==> src/source/shell_config.svh <==
// ------------------
// Widths, memory depth, register map, ID value
// and AXI-Lite response codes for the memory shell
// ------------------
`ifndef SHELL_CONFIG_SVH
`define SHELL_CONFIG_SVH

// Datapath widths
`define SHELL_DATA_W       64
`define SHELL_MEM_ADDR_W   10
`define SHELL_MEM_DEPTH    (1 << `SHELL_MEM_ADDR_W)
`define SHELL_AXIL_ADDR_W  16
`define SHELL_AXIL_DATA_W  32
`define SHELL_CNT_W        16

// Register byte offsets
`define SHELL_REG_CTRL     16'h0000
`define SHELL_REG_SRC      16'h0004
`define SHELL_REG_DST      16'h0008
`define SHELL_REG_LEN      16'h000C
`define SHELL_REG_STATUS   16'h0010
`define SHELL_REG_IRQ_EN   16'h0014
`define SHELL_REG_IRQ_STAT 16'h0018
`define SHELL_REG_ID       16'h001C

`define SHELL_ID_VALUE     32'h564F_5831

`define SHELL_RESP_OKAY    2'b00
`define SHELL_RESP_SLVERR  2'b10

`endif
==> src/source/shell_dma_pkg.sv <==
// ------------------
// Word, address and count types and the
// copy engine state encoding
// ------------------
`default_nettype none

`include "shell_config.svh"

package shell_dma_pkg;

    // One memory word and its address
    typedef logic [`SHELL_DATA_W-1:0]     mem_word_t;
    typedef logic [`SHELL_MEM_ADDR_W-1:0] word_addr_t;

    // Copy length in words
    typedef logic [`SHELL_CNT_W-1:0]      word_count_t;

    typedef enum logic [2:0] {
        IDLE,
        READ,
        WAIT,
        WRITE,
        FINISH
    } dma_state_t;

endpackage

`default_nettype wire

==> src/source/shell_bus_pkg.sv <==
// ------------------
// AXI-Lite request and response bundles
// and the single-word memory request
// ------------------
`default_nettype none

`include "shell_config.svh"

package shell_bus_pkg;

    typedef logic [`SHELL_AXIL_ADDR_W-1:0]   axil_addr_t;
    typedef logic [`SHELL_AXIL_DATA_W-1:0]   axil_data_t;
    typedef logic [`SHELL_AXIL_DATA_W/8-1:0] axil_strb_t;
    typedef logic [1:0]                      axil_resp_t;

    // Host to slave
    typedef struct packed {
        axil_addr_t awaddr;
        logic       awvalid;
        axil_data_t wdata;
        axil_strb_t wstrb;
        logic       wvalid;
        logic       bready;
        axil_addr_t araddr;
        logic       arvalid;
        logic       rready;
    } axil_req_t;

    // Slave to host
    typedef struct packed {
        logic       awready;
        logic       wready;
        axil_resp_t bresp;
        logic       bvalid;
        logic       arready;
        axil_data_t rdata;
        axil_resp_t rresp;
        logic       rvalid;
    } axil_rsp_t;

    typedef struct packed {
        logic                      en;
        logic                      we;
        shell_dma_pkg::word_addr_t addr;
        shell_dma_pkg::mem_word_t  wdata;
    } mem_req_t;

endpackage

`default_nettype wire

==> src/source/copy_dma.sv <==
// ------------------
// Word-by-word copy engine
// read, wait for data, write, repeat
// ------------------
`default_nettype none

module copy_dma (
    input  logic                        clk,
    input  logic                        rst_n,
    input  logic                        start,
    input  shell_dma_pkg::word_addr_t   src,
    input  shell_dma_pkg::word_addr_t   dst,
    input  shell_dma_pkg::word_count_t  len,
    output logic                        busy,
    output logic                        done,
    output shell_bus_pkg::mem_req_t     mem_req,
    input  shell_dma_pkg::mem_word_t    mem_rdata,
    input  logic                        mem_rvalid
);

    shell_dma_pkg::dma_state_t  state_q;
    shell_dma_pkg::dma_state_t  state_d;
    shell_dma_pkg::word_addr_t  rd_addr_q;
    shell_dma_pkg::word_addr_t  wr_addr_q;
    shell_dma_pkg::word_count_t left_q;
    shell_dma_pkg::mem_word_t   data_q;

    // --------------------
    // State machine
    // --------------------
    always_comb begin
        state_d = state_q;
        case (state_q)
            shell_dma_pkg::IDLE: begin
                // Zero length goes straight to done
                if (start && len == '0) begin
                    state_d = shell_dma_pkg::FINISH;
                end else if (start) begin
                    state_d = shell_dma_pkg::READ;
                end
            end
            shell_dma_pkg::READ: state_d = shell_dma_pkg::WAIT;
            shell_dma_pkg::WAIT: begin
                if (mem_rvalid) begin
                    state_d = shell_dma_pkg::WRITE;
                end
            end
            shell_dma_pkg::WRITE: begin
                if (left_q == shell_dma_pkg::word_count_t'(1)) begin
                    state_d = shell_dma_pkg::FINISH;
                end else begin
                    state_d = shell_dma_pkg::READ;
                end
            end
            default: state_d = shell_dma_pkg::IDLE;
        endcase
    end

    always_ff @(posedge clk or negedge rst_n) begin
        if (!rst_n) begin
            state_q <= shell_dma_pkg::IDLE;
        end else begin
            state_q <= state_d;
        end
    end

    // Pointers, remaining count and the word in flight
    always_ff @(posedge clk) begin
        if (state_q == shell_dma_pkg::IDLE && start) begin
            rd_addr_q <= src;
            wr_addr_q <= dst;
            left_q    <= len;
        end
        if (state_q == shell_dma_pkg::WAIT && mem_rvalid) begin
            data_q <= mem_rdata;
        end
        if (state_q == shell_dma_pkg::WRITE) begin
            rd_addr_q <= rd_addr_q + 1'b1;
            wr_addr_q <= wr_addr_q + 1'b1;
            left_q    <= left_q - 1'b1;
        end
    end

    always_comb begin
        mem_req = '0;
        if (state_q == shell_dma_pkg::READ) begin
            mem_req.en   = 1'b1;
            mem_req.addr = rd_addr_q;
        end else if (state_q == shell_dma_pkg::WRITE) begin
            mem_req.en    = 1'b1;
            mem_req.we    = 1'b1;
            mem_req.addr  = wr_addr_q;
            mem_req.wdata = data_q;
        end
    end

    assign busy = (state_q != shell_dma_pkg::IDLE);
    assign done = (state_q == shell_dma_pkg::FINISH);

endmodule

`default_nettype wire

==> config.mk <==
export PLATFORM = sky130hd
export DESIGN_NAME = copy_dma
export DESIGN_NICKNAME = d
export VERILOG_FILES = /design/src/source/shell_dma_pkg.sv /design/src/source/shell_bus_pkg.sv /design/src/source/copy_dma.sv
export VERILOG_INCLUDE_DIRS = /design/src /design/src/source
export SDC_FILE = /design/constraint.sdc
export NUM_CORES = 1
export LEC_CHECK = 0
export ABC_AREA = 1
export BUFFER_PORTS_ARGS = -buffer_cell sky130_fd_sc_hd__buf_2
export CAP_MARGIN = 20
export CORE_UTILIZATION = 54
export DETAILED_ROUTE_END_ITERATION = 16
export GPL_ROUTABILITY_DRIVEN = 0
export GPL_TIMING_DRIVEN = 0
export PLACE_DENSITY_LB_ADDON = 0.2
export SYNTH_ARGS = -nofsm -noshare
export SYNTH_HDL_FRONTEND = slang
export SYNTH_SLANG_ARGS = --single-unit
==> constraint.sdc <==
create_clock -name clk -period 12.2 [get_ports clk]
set_clock_uncertainty 0.2 [all_clocks]
set_input_delay 2.44 -clock clk [delete_from_list [all_inputs] [get_ports clk]]
set_output_delay 2.44 -clock clk [all_outputs]
set_load 0.1 [all_outputs]
==> run summary <==
max frequency = 0.206 GHz
Simple-Gate Fraction of Synth Area = 23.0%
max-cap viol count = 0
DR WL/cell = 14.5 um
Fillers = 752
Multi-input gate area = 1590 sq um
Clock power frac = 11.2%
synth cell count leaders = edfxtp_1 (100), inv_1 (99), nand2_1 (97), nor2_1 (92), nand3_1 (33)
sequential area share after synthesis = 59.8%
outcome = finished clean
worst hold slack = 0.440 ns
share of cells above drive strength 1 = 32.4%
Post-DRT Antenna Nets = 0
Post-Route Setup TNS = 0 ns
n_diodes = 0
RSZ-0062 raised after global routing = false
count leader, synth = edfxtp_1
CP peak stage delay = 0.45 ns
crit end category = primary output
First DRT Iteration DRCs = 145
FF/Latch Area = 3080 sq um
DP Wirelength = 9400 um
Rel. slew slack = 57.7%
WL final = 12500 um
grt total ovfl = 0
Mapped Nets = 640
Post-CTS Setup Repair Bufs = 0
Comb pwr share = 57.9%
cell count after synthesis = 532
row count = 35
register share of total power = 30.9%
first-pass GRT wire length = 19700 um
post-synth design cell area = 5150 sq um
mux contribution to synthesized area = 0%
clock tree buffer depth = 2
Hold Path Stages = 1
switching portion of total power = 56.7%
die footprint = 9930 sq um
crit start category = flip-flop
Worst path top cell family by delay = buffers and inverters
TritonCTS clock tree = yes
Hold Vio Cnt, Final = 0
CTS sink count = 103
clock-pin slew on the worst setup and hold paths = 0.10 ns
Max VDD drop = 0.202 mV
post-synth top area share = 58.3%
Worst Max-Slew Pin Slew = 0.633 ns
Final #Nets = 835
# IOs = 182
vias per cell = 4.87
vias in the first global route = 4301
CP Class = reg2out
CTS Hold Buffers Added = 0
vias = 4189
Int Power = 830 uW
Worst EP required = 9.56 ns
synthesis-stage register bit count = 103
Die W = 99.7 um
Synth area leader = edfxtp_1
final setup vio count = 0
H-tree Lvls = 3
Tmin final = 4.86 ns
count of flip-flops with a built-in enable after synthesis = 100
GRT Util Overall = 25.9%
Initial Utilization = 55.7%
Post-CTS Resized = 0
DRC viols = 0
Crit path depth = 6
predominant post-synthesis flop cell = edfxtp_1
Post-Synth XOR/XNOR Area = 2.21%
Hold WC Path Type = reg2reg
core area = 9240 sq um
initial antenna violation count = 0
Final period util = 39.8%
TritonCTS buffer count = 9
largest net degree at the start of global routing = 29
PwrDens = 295 nW/um^2
Slew Limit Fails = 0
syn avg cell area = 9.68 sq um
compound-cell area share of the yosys netlist = 4.40%
area grow syn2layout = 26.1%
NetSw = 1090 uW
CP max FO = 10
Arr. time, crit path = 2.22 ns
Initial DRT Pass Iterations = 5
synth unique cells = 28
Crit path buffers/inverters = 3
Reg2Reg Depth = 4
top post-synthesis cells by area = edfxtp_1 (58%), inv_1 (7.2%), nand2_1 (7.1%)
leakage dissipation = 0.00316 uW
Ys Warns = 0
Die H = 99.7 um
Clk Latency, worst-skew pair = 0.36 ns
Slowest cell on crit path = buf_2
Synth Area in Adders = 0.972%
CTS root buffer = clkbuf_8
worst-path cell chain = nor2_4 -> nand2_4 -> buf_6 -> clkbuf_1 -> nor2_1 -> buf_2
port bufs = 181
main combinational cell family by area after synthesis = simple AND/OR/NAND/NOR gates
Async S/R FF share, synth = 2.91%
-- through the flow --
| stage | util (%) | instance area [sq um] | power (uW) | std cells | setup WS [ns] |
|---|---|---|---|---|---|
| floorplan | - | 5150 | 1490 | 532 | 6.03 |
| global placement | 67.3 | 6220 | 1680 | 842 | 5.09 |
| detailed placement | 68.2 | 6300 | 1710 | 845 | 7.73 |
| CTS | 70.3 | 6500 | 1920 | 861 | 7.30 |
| global route | 70.3 | 6500 | 2000 | 861 | 7.19 |
| finish | 70.3 | 6500 | 1920 | 861 | 7.34 |
-- final cells by class --
type / count / area share [%]
flip-flops and latches: 103 / 47.4
repair buffers: 184 / 15.0
clock buffers: 10 / 1.96
inverters: 101 / 5.83
multi-input cells: 312 / 24.5
plain buffers: 16 / 1.83
clock inverters: 6 / 1.00
well taps: 129 / 2.48
-- registers in the layout, summed over array words and instances (netlist names) --
signal     flops
data_q        64
state_q        3
rd_addr_q     10
wr_addr_q     10
left_q        16
-- metal layers --
layer,vias to the layer above,part of all wire (%),global-route usage [%]
met5,-,0,0
met4,0,2.1,8.82
met3,21,8.6,7.38
met2,191,52,46.8
met1,1896,38,29.3
li1,2081,-,-
-- worst paths after layout --
kind	startpoint	end	slack, ns
worst max-delay path	state_q[2]	mem_req[19]	7.34
worst min-delay path	left_q[0]	left_q[0]	0.44
worst max register to register	state_q[1]	rd_addr_q[7]	10.08
worst min register to register	left_q[0]	left_q[0]	0.44
max in group asynchronous	rst_n	state_q[1]	10.05
min in group asynchronous	rst_n	state_q[0]	1.65
-- power groups by stage --
stage | registers, uW | clock network [uW] | logic, uW
floorplan | 590 | 0 | 905
global placement | 608 | 0 | 1070
finish | 591 | 215 | 1110
global route | 601 | 228 | 1170
detailed placement | 596 | 0 | 1110
CTS | 590 | 218 | 1110
-- logic make-up after synthesis --
kind of cell | Yosys count
and+or+nand+nor | 254
buffers and inverters | 117
DFF | 103
AOI/OAI and AO/OA | 41
xor gates and xnor gates | 13
adders and majority gates | 4
-- worst reg2reg max path: stages (launching register included) --
cell and delay (ns):
dfrtp_1 0.44, inv_1 0.24, nand3_1 0.27, o21ai_4 0.41
buf_12 0.25
-- layout by cell type, fill, tap and decap left out, drive strengths merged --
cell type	instances
a21o	1
a21oi	3
a31o	1
a31oi	2
buf	195
bufinv	1
clkbuf	15
clkinv	2
dfrtp	3
edfxtp	100
ha	4
inv	104
nand2	98
nand3	33
nand3b	2
nand4	5
nor2	113
nor3	2
o211ai	2
o21ai	26
o22ai	6
or2	1
xnor2	5
xor2	8
(Power assumes the default switching activity.)
