<file path="config.mk">
export PLATFORM = sky130hd
export DESIGN_NAME = mem_arbiter
export DESIGN_NICKNAME = d
export VERILOG_FILES = /design/src/source/shell_dma_pkg.sv /design/src/source/shell_bus_pkg.sv /design/src/source/mem_arbiter.sv
export VERILOG_INCLUDE_DIRS = /design/src /design/src/source
export SDC_FILE = /design/constraint.sdc
export NUM_CORES = 1
export LEC_CHECK = 0
export ABC_AREA = 1
export BUFFER_PORTS_ARGS = -buffer_cell sky130_fd_sc_hd__buf_4
export CORE_AREA = 2 2 143 145
export CTS_CLUSTER_DIAMETER = 80
export CTS_CLUSTER_SIZE = 25
export DETAILED_ROUTE_END_ITERATION = 8
export DIE_AREA = 0 0 145 147
export GPL_ROUTABILITY_DRIVEN = 0
export MAX_ROUTING_LAYER = met4
export PLACE_DENSITY = 0.48
export SLEW_MARGIN = 10
export SYNTH_ARGS = -nofsm -noshare
export SYNTH_HDL_FRONTEND = slang
export SYNTH_SLANG_ARGS = --single-unit
</file>
<file path="constraint.sdc">
create_clock -name clk -period 0.8 [get_ports clk]
set_input_delay 0 -clock clk [delete_from_list [all_inputs] [get_ports clk]]
set_output_delay 0 -clock clk [all_outputs]
set_load 0.05 [all_outputs]
</file>
<file path="src/source/shell_config.svh">
// ------------------
// Widths, memory depth, register map, ID value
// and AXI-Lite response codes for the memory shell
// ------------------
`ifndef SHELL_CONFIG_SVH
`define SHELL_CONFIG_SVH

// Datapath widths
`define SHELL_DATA_W       64
`define SHELL_MEM_ADDR_W   10
`define SHELL_MEM_DEPTH    (1 << `SHELL_MEM_ADDR_W)
`define SHELL_AXIL_ADDR_W  16
`define SHELL_AXIL_DATA_W  32
`define SHELL_CNT_W        16

// Register byte offsets
`define SHELL_REG_CTRL     16'h0000
`define SHELL_REG_SRC      16'h0004
`define SHELL_REG_DST      16'h0008
`define SHELL_REG_LEN      16'h000C
`define SHELL_REG_STATUS   16'h0010
`define SHELL_REG_IRQ_EN   16'h0014
`define SHELL_REG_IRQ_STAT 16'h0018
`define SHELL_REG_ID       16'h001C

`define SHELL_ID_VALUE     32'h564F_5831

`define SHELL_RESP_OKAY    2'b00
`define SHELL_RESP_SLVERR  2'b10

`endif
</file>
<file path="src/source/shell_dma_pkg.sv">
// ------------------
// Word, address and count types and the
// copy engine state encoding
// ------------------
`default_nettype none

`include "shell_config.svh"

package shell_dma_pkg;

    // One memory word and its address
    typedef logic [`SHELL_DATA_W-1:0]     mem_word_t;
    typedef logic [`SHELL_MEM_ADDR_W-1:0] word_addr_t;

    // Copy length in words
    typedef logic [`SHELL_CNT_W-1:0]      word_count_t;

    typedef enum logic [2:0] {
        IDLE,
        READ,
        WAIT,
        WRITE,
        FINISH
    } dma_state_t;

endpackage

`default_nettype wire

</file>
<file path="src/source/shell_bus_pkg.sv">
// ------------------
// AXI-Lite request and response bundles
// and the single-word memory request
// ------------------
`default_nettype none

`include "shell_config.svh"

package shell_bus_pkg;

    typedef logic [`SHELL_AXIL_ADDR_W-1:0]   axil_addr_t;
    typedef logic [`SHELL_AXIL_DATA_W-1:0]   axil_data_t;
    typedef logic [`SHELL_AXIL_DATA_W/8-1:0] axil_strb_t;
    typedef logic [1:0]                      axil_resp_t;

    // Host to slave
    typedef struct packed {
        axil_addr_t awaddr;
        logic       awvalid;
        axil_data_t wdata;
        axil_strb_t wstrb;
        logic       wvalid;
        logic       bready;
        axil_addr_t araddr;
        logic       arvalid;
        logic       rready;
    } axil_req_t;

    // Slave to host
    typedef struct packed {
        logic       awready;
        logic       wready;
        axil_resp_t bresp;
        logic       bvalid;
        logic       arready;
        axil_data_t rdata;
        axil_resp_t rresp;
        logic       rvalid;
    } axil_rsp_t;

    typedef struct packed {
        logic                      en;
        logic                      we;
        shell_dma_pkg::word_addr_t addr;
        shell_dma_pkg::mem_word_t  wdata;
    } mem_req_t;

endpackage

`default_nettype wire

</file>
<file path="src/source/mem_arbiter.sv">
// ------------------
// Memory port arbiter, copy engine owns the
// memory while busy, read valid steered to owner
// ------------------
`default_nettype none

module mem_arbiter (
    input  logic                     clk,
    input  logic                     rst_n,
    input  logic                     dma_busy,
    input  shell_bus_pkg::mem_req_t  dma_req,
    input  shell_bus_pkg::mem_req_t  ext_req,
    output logic                     ext_ready,
    output shell_bus_pkg::mem_req_t  mem_req,
    input  shell_dma_pkg::mem_word_t mem_rdata,
    input  logic                     mem_rvalid,
    output logic                     dma_rvalid,
    output logic                     ext_rvalid,
    output shell_dma_pkg::mem_word_t rdata
);

    // Set when the read in flight came from the copy engine
    logic owner_dma_q;

    assign ext_ready = ~dma_busy;

    // External requests without ready are simply dropped
    always_comb begin
        if (dma_busy) begin
            mem_req = dma_req;
        end else begin
            mem_req = ext_req;
        end
    end

    always_ff @(posedge clk or negedge rst_n) begin
        if (!rst_n) begin
            owner_dma_q <= 1'b0;
        end else if (mem_req.en && !mem_req.we) begin
            owner_dma_q <= dma_busy;
        end
    end

    assign dma_rvalid = mem_rvalid & owner_dma_q;
    assign ext_rvalid = mem_rvalid & ~owner_dma_q;

    // Both sides see the same data bus
    assign rdata = mem_rdata;

endmodule

`default_nettype wire

</file>
==> metrics.csv, run 1 <==
metric,value,unit
run status,completed,
layout net count,710,
Switching Fraction,0.591,
Final Max Tran Viols,0,
startpoint types,register,
flip-flop and latch area,26.3,µm²
Finished Cell Area,0.00352,mm²
dpl cell area,0.00327,mm²
Antenna Violating Nets Remaining,0,
Reg with most FFs,owner_dma_q,
Clk pwr share,0,
Worst Setup End Kind,primary output,
"Seq/Total Area, Yosys",0.0162,
Final Skew,0,ps
Vias,2455,
num ports,363,
crit-path max FO,3,
PwrDens,877,mW/mm²
Int Power,0.00126,W
met2 usage,0.120,
Multi-input gate area,0.00104,mm²
syn nets,542,
leakage,2.01,nW
WP data required,800,ps
Synth top area share,0.564,
largest net degree at the start of global routing,45,
maximum achievable frequency,1330,MHz
"FF+latch count, synth",1,
most used routing layer,met2,
placed cells,751,
initial DRC count,77,
Combinational Power Share,0.976,
chip height,147,µm
PortBufs,234,
Tmin final,750,ps
Syn Std Cell Area,0.00154,mm²
average size of a mapped cell,4.79,µm²
Netlist cell types,9,
Worst slew margin,0.890,
WL/cell,12.7,µm
met3 Track Usage GR,0.0382,
worst-margin pin slew,165,ps
Initial Util,0.0778,
Setup CP Type,reg2out,
FP Rows,52,
Core Region,0.0198,mm²
Mapped Cells,322,
DIE AREA,0.0213,mm²
Overflow after GRT,0,
non-filler cells in the finished layout,759,
WL final,9660,µm
final hold violation count,0,
Top Registers,owner_dma_q x1,
maximum vdd drop,285,µV
Max Cap Viol,0,
final core occ,0.177,
antenna violations before repair,1,
Worst Path Arrival,750,ps
Syn-to-layout area delta,128,%
switching power,0.00182,W
Clock Latency Late Sink,0,ps
Reg power frac,0.024,
first-pass iteration count of the detailed router,4,
layout cells sized above 1,0.639,
Global Route Usage Sum,0.0721,
post-DP HPWL,7140,µm
largest area contributor in the netlist,nand2_1,
Area contributors post-synth,"nand2_1, buf_4, buf_6",
first-pass GRT wire length,12300,µm
Clock transition at path regs,0,ps
total power draw,0.00309,W
max reg flops,1,
vias in the first global route,2263,
fill cell count,2327,
final hold slack,0.0220,ps
synth warn,0,
GR Util met1,0.0752,
worst hold path class,in2out,
Via density,3.23,
die span in x,145,µm
drt drc,0,
Final Cycle Share,0.937,
final setup violation count,0,
==> critical path: stages (launching register included) <==
cell	delay (ps)
dfrtp_2	410
nor2_2	130
buf_4	210
==> timing repair <==
action                                  in CTS  in global routing
setup buffers                                0                  1
cloned                                       0                  6
endpoints found under the setup margin       3                 55
hold buffers                                 1                  0
resized for setup                            2                 16
endpoints found under the hold margin        1                  0
pin swaps                                    0                  1
==> placed cells by master, fill, tap and decap left out, types with 2 or more instances in the layout <==
cell         n
buf_12       4
inv_1        5
buf_4      232
nand2_2     62
nand2_1    169
buf_6        2
clkbuf_16    6
buf_16       2
==> power by group through the flow <==
stage                     sequential (W)  combinational [W]            clock [W]
final                          0.0000732            0.00301        0.00000000335
after global routing           0.0000771            0.00319  0.00000000000000327
after CTS                      0.0000739            0.00289                    0
after detailed placement       0.0000736            0.00288                    0
after global placement         0.0000737            0.00288                    0
after floorplan                0.0000663            0.00255                    0
==> cell usage after synthesis <==
library cell and n:
nor2_1 1, buf_4 66, buf_6 7, inv_4 1, dfrtp_1 1, nand3_1 1, inv_1 5, nand2_1 232
buf_2 8
==> cell families (layout without fill, tap and decap cells) <==
logic type / count (synthesis) / count (layout) / synth area share
AND/OR/NAND/NOR: 234 / 234 / 0.570
buffers and inverters: 87 / 253 / 0.414
flip-flops: 1 / 1 / 0.0162
other: 0 / 1 / 0
==> through the flow <==
stage | setup TNS, ps | setup WS (ps)
3_3_place_gp | -57.9 | -50.4
5_1_grt | -5.80 | -5.80
2_1_floorplan | -20.2 | -20.2
4_1_cts | -72.9 | -72.9
3_5_place_dp | -96.1 | -71.1
6_report | 0 | 50.1
==> final cells by class <==
| type | count | share of cell area |
|---|---|---|
| repair buffers | 247 | 0.585 |
| multi-input cells | 234 | 0.297 |
| well taps | 270 | 0.0960 |
| inverters | 6 | 0.0139 |
| flip-flops and latches | 1 | 0.00747 |
| diodes | 1 | 0.000711 |
==> layer usage <==
metal	vias up	part of all wire	wire (µm)
met5	-	0	0
li1	1217	-	-
met4	0	0.025	242
met1	1017	0.38	3660
met3	26	0.14	1380
met2	195	0.45	4380
==> worst paths after layout <==
check                              end  cells after the start          from  slack (ps)
max                         ext_rvalid                      2   owner_dma_q          50
min                           rdata[6]                      0  mem_rdata[6]        0.02
max reg2reg                owner_dma_q                      2   owner_dma_q         150
min reg2reg                owner_dma_q                      2   owner_dma_q         520
max in group asynchronous  owner_dma_q                      2         rst_n         370
min in group asynchronous  owner_dma_q                      2         rst_n         330
No activity file was read; power rests on OpenSTA's default activity.
==> run 2, diff against run 1 <==
Settings changed: CTS_CLUSTER_SIZE 25 to 30, RECOVER_POWER from default to 100, TNS_END_PERCENT from default to 10.
==> metrics.csv, run 2 (synthesis results as in run 1) <==
metric,value,unit,change
Tmin final,771,ps,+20.7 ps
Worst Path Arrival,770,ps,+20 ps
Via density,3.22,,-0.36%
drt drc,0,,unchanged
first-pass iteration count of the detailed router,4,,unchanged
leakage,2.04,nW,+1.4%
crit-path max FO,6,,+3
Final Cycle Share,0.963,,+0.0259
num ports,363,,unchanged
"commonest non-fill, non-tap cell in the layout",nand2_1,,
Antenna Violating Nets Remaining,0,,unchanged
Core Region,0.0198,mm²,unchanged
Worst slew margin,0.817,,-0.0733
most frequent cells in the layout,"nand2_1, buf_4, buf_6",,
layout net count,710,,unchanged
run status,completed,,
first-pass GRT wire length,12100,µm,-2.1%
Final Skew,0,ps,unchanged
layout cells sized above 1,0.539,,-0.100
Top Registers,owner_dma_q x1,,
die span in x,145,µm,unchanged
Clock Latency Late Sink,0,ps,unchanged
Ant. Diodes,0,,-1
worst hold path class,in2out,,
Vias,2443,,-0.49%
Worst setup startpoint,dma_busy,,
Max Cap Viol,0,,unchanged
Slowest cell on crit path,buf_4,,
PwrDens,882,mW/mm²,+0.56%
CP Cell Sequence,buf_12 -> clkinv_8 -> buf_12 -> buf_12 -> nand2_1 -> nand2_2 -> buf_4,,
RSZ-0062 raised after global routing,true,,
Syn-to-layout area delta,127,%,
PortBufs,234,,unchanged
DIE AREA,0.0213,mm²,unchanged
cell family with the largest share of critical-path delay,buffers and inverters,,
antenna violations before repair,0,,-1
Setup TNS Final,0,ps,unchanged
Finished Cell Area,0.00350,mm²,-0.53%
CP max stage delay,180,ps,-230 ps
hold wc startpoint,mem_rdata[21],,
Worst Setup End Kind,primary output,,
final setup violation count,0,,unchanged
dpl cell area,0.00314,mm²,-4.1%
max reg flops,1,,unchanged
WL final,8710,µm,-9.8%
Final Max Tran Viols,0,,unchanged
CP dominant cell by count,buf_12,,
pre-CTS setup slack,-82.5,ps,-11.5 ps
total power draw,0.00309,W,about the same
worst-margin pin slew,276,ps,+111 ps
vias in the first global route,2297,,+1.5%
CP bufs+invs,5,,+4
FP Rows,52,,unchanged
maximum vdd drop,270,µV,-5.0%
Overflow after GRT,0,,unchanged
maximum achievable frequency,1300,MHz,-2.7%
Global Route Usage Sum,0.0707,,-0.00136
slack of the critical path,29.4,ps,-20.7 ps
WP data required,800,ps,about the same
post-DP HPWL,6880,µm,-3.6%
Initial Util,0.0778,,unchanged
RR Startpoint,owner_dma_q,,
Reg with most FFs,owner_dma_q,,
final hold violation count,0,,unchanged
startpoint types,input pin,,
chip height,147,µm,unchanged
Setup CP Type,in2out,,
initial DRC count,108,,+40%
WL/cell,11.5,µm,-9.7%
largest net degree at the start of global routing,40,,-11%
-- run 2: report_power, final --
part / total (W) / switching, W / internal, W
Sequential: 0.0000724 / 0.0000124 / 0.0000599
Clock: 0 / 0 / 0
Combinational: 0.00301 / 0.00176 / 0.00125
Total: 0.00309 / 0.00178 / 0.00131
-- run 2: cell type report --
type	instances	area, µm²
Tap cell	270	338
Inverter	6	35.0
Multi-Input combinational cell	234	920
Sequential cell	1	25.0
Timing Repair Buffer	247	2180
Fill cell	2292	16300
-- run 2: timing repair --
| action | CTS | global route |
|---|---|---|
| gates cloned | 1 | 2 |
| gates resized for setup | 23 | 31 |
| hold buffers | 1 | 0 |
| buffers inserted | 3 | 1 |
| endpoints found under the hold margin | 1 | 0 |
| endpoints found under the setup margin | 5 | 67 |
-- run 2: metrics by stage --
step / std cells / hold WS, ps / utilization
after CTS: 755 / 0.341 / 0.168
after global routing: 758 / 0.0640 / 0.176
after global placement: 750 / -221 / 0.158
final: 758 / 0.0185 / 0.176
after detailed placement: 750 / -220 / 0.158
after floorplan: 322 / -296 / -
-- run 2: worst paths after layout --
check | slack [ps] | cells past startpoint | end
worst max register to register | 140 | 2 | owner_dma_q
worst min-delay path | 0.02 | 0 | rdata[21]
min in group asynchronous | 350 | 2 | owner_dma_q
max in group asynchronous | 360 | 2 | owner_dma_q
worst min register to register | 560 | 2 | owner_dma_q
worst max-delay path | 30 | 7 | mem_req[67]
-- run 2: metal layers --
| layer | vias to the layer above | track usage | wire, µm |
|---|---|---|---|
| met1 | 1012 | 0.0780 | 3060 |
| met4 | 0 | 0.0213 | 299 |
| li1 | 1215 | - | - |
| met3 | 34 | 0.0307 | 1210 |
| met2 | 182 | 0.116 | 4150 |
| met5 | - | - | 0 |
==> run 3, diff against run 2 <==
Settings changed: BUFFER_PORTS_ARGS -buffer_cell sky130_fd_sc_hd__buf_4 to default, CORE_AREA 2 2 143 145 to 2 2 142 144, DIE_AREA 0 0 145 147 to 0 0 144 146, DONT_BUFFER_PORTS from default to 1, PLACE_DENSITY 0.48 to 0.32.
==> metrics.csv, run 3 (synthesis results as in run 1) <==
metric,value,unit,change
worst-margin pin slew,453,ps,+177 ps
WL final,6920,µm,-21%
Core Region,0.0193,mm²,-2.6%
FP Rows,51,,-1.9%
Initial Util,0.0799,,+0.00205
Via density,3.14,,-2.6%
r2r setup slk,180,ps,+40 ps
Syn-to-layout area delta,30.1,%,
Max Cap Viol,0,,unchanged
final setup violation count,0,,unchanged
Slowest cell on crit path,dfrtp_1,,
Setup CP Type,reg2out,,
total power draw,0.00224,W,-27%
chip height,146,µm,-0.68%
met3 WL post-DR,862,µm,-29%
Global Route Usage Sum,0.0578,,-0.0129
DIE AREA,0.0210,mm²,-1.4%
crit-path max FO,3,,-3
maximum achievable frequency,1340,MHz,+3.3%
die span in x,144,µm,-0.69%
post-DP HPWL,6000,µm,-13%
RR Startpoint,owner_dma_q,,
first-pass GRT wire length,9340,µm,-23%
Clock transition at path regs,0,ps,
met2 wire len,3230,µm,-22%
CP max stage delay,380,ps,+200 ps
leakage,1.16,nW,-43%
Clock Latency Late Sink,0,ps,unchanged
run status,completed,,
Worst Path Arrival,750,ps,-20 ps
CP Cell Sequence,nor2_1 -> buf_12,,
RSZ-0062 raised after global routing,false,,
startpoint types,register,,
final hold violation count,0,,unchanged
hold wc startpoint,mem_rdata[21],,
Tmin final,746,ps,-24.8 ps
drt drc,0,,unchanged
vias in the first global route,1780,,-23%
PwrDens,1120,mW/mm²,+27%
post-CTS sizing,0,,-100%
layout cells sized above 1,0.264,,-0.275
max reg flops,1,,unchanged
Reg with most FFs,owner_dma_q,,
post-CTS setup buffers,0,,-3
maximum vdd drop,219,µV,-19%
Overflow after GRT,0,,unchanged
largest net degree at the start of global routing,79,,+98%
PortBufs,0,,-100%
most frequent cells in the layout,"nand2_1, clkbuf_2, buf_12",,
WP data required,800,ps,about the same
Worst slew margin,0.697,,-0.120
Setup TNS Final,0,ps,unchanged
Final Max Tran Viols,0,,unchanged
first-pass iteration count of the detailed router,4,,unchanged
Ant. Diodes,0,,unchanged
top sig layer,met4,,
WL/cell,11.9,µm,+3.3%
Worst Hold Depth,0,,unchanged
Final Skew,0,ps,unchanged
num ports,363,,unchanged
Vias,1830,,-25%
layout net count,540,,-24%
Top Registers,owner_dma_q x1,,
Worst setup startpoint,owner_dma_q,,
"commonest non-fill, non-tap cell in the layout",nand2_1,,
Hold Path Sink,rdata[21],,
Final Cycle Share,0.932,,-0.0310
Worst Setup End Kind,primary output,,
Antenna Violating Nets Remaining,0,,unchanged
Reg-to-Reg End,owner_dma_q,,
initial DRC count,61,,-44%
wl on met1,2320,µm,-24%
antenna violations before repair,0,,unchanged
hold-fix buffers at CTS,1,,unchanged
worst hold path class,in2out,,
fill cell count,2317,,+1.1%
FF-to-FF path depth,2,,unchanged
[run 3: cell types whose count changed in the layout (fill, tap and decap cells not counted), sizes merged]
cell / change
buf: -213
inv: +1
clkbuf: +43
clkinv: -1
[run 3: how the worst max path moves through the flow]
| stage | cells after the start | to | slack (ps) |
|---|---|---|---|
| 2_1_floorplan | 6 | mem_req[14] | -30 |
| 3_3_place_gp | 2 | ext_rvalid | 90 |
| 3_5_place_dp | 2 | ext_rvalid | 90 |
| 4_1_cts | 2 | ext_rvalid | 90 |
| 5_1_grt | 6 | mem_req[18] | 20 |
| 6_report | 2 | ext_rvalid | 50 |
[run 3: power by group]
group	switching (W)	internal [W]	leakage [nW]	total, W
clock	0	0	0	0
combinational	0.00156	0.000620	1.15	0.00218
sequential	0.00000800	0.0000600	0.0121	0.0000680
[run 3: cell type report]
type,count,area (µm²),share of cell area
inverter,6,25.0,0.0125
multi-input combinational,234,897,0.446
sequential,1,25.0,0.0125
tap,265,332,0.165
timing repair buffer,77,731,0.364
[run 3: critical path, delay by kind of cell (launching register included)]
family        cells  cell delay [ps]
simple gates      1              200
buf+inv           1              160
flops             1              380
[run 3: metrics by stage]
step / hold slack [ps] / cells / worst slack, ps / instance area (µm²) / util
3_3_place_gp: -296 / 582 / 93.9 / 2790 / 0.144
6_report: 0.0176 / 583 / 54.3 / 2010 / 0.104
2_1_floorplan: -296 / 322 / -34.0 / 1570 / -
4_1_cts: 0.341 / 583 / 88.5 / 2800 / 0.145
3_5_place_dp: -296 / 582 / 89.3 / 2790 / 0.144
5_1_grt: 0.0784 / 583 / 22.2 / 2010 / 0.104
[run 3: per-layer routing]
layer / up-vias / GRT usage
li1: 872 / -
met4: 0 / 0.0382
met2: 168 / 0.103
met3: 42 / 0.0122
met5: - / -
met1: 748 / 0.0556
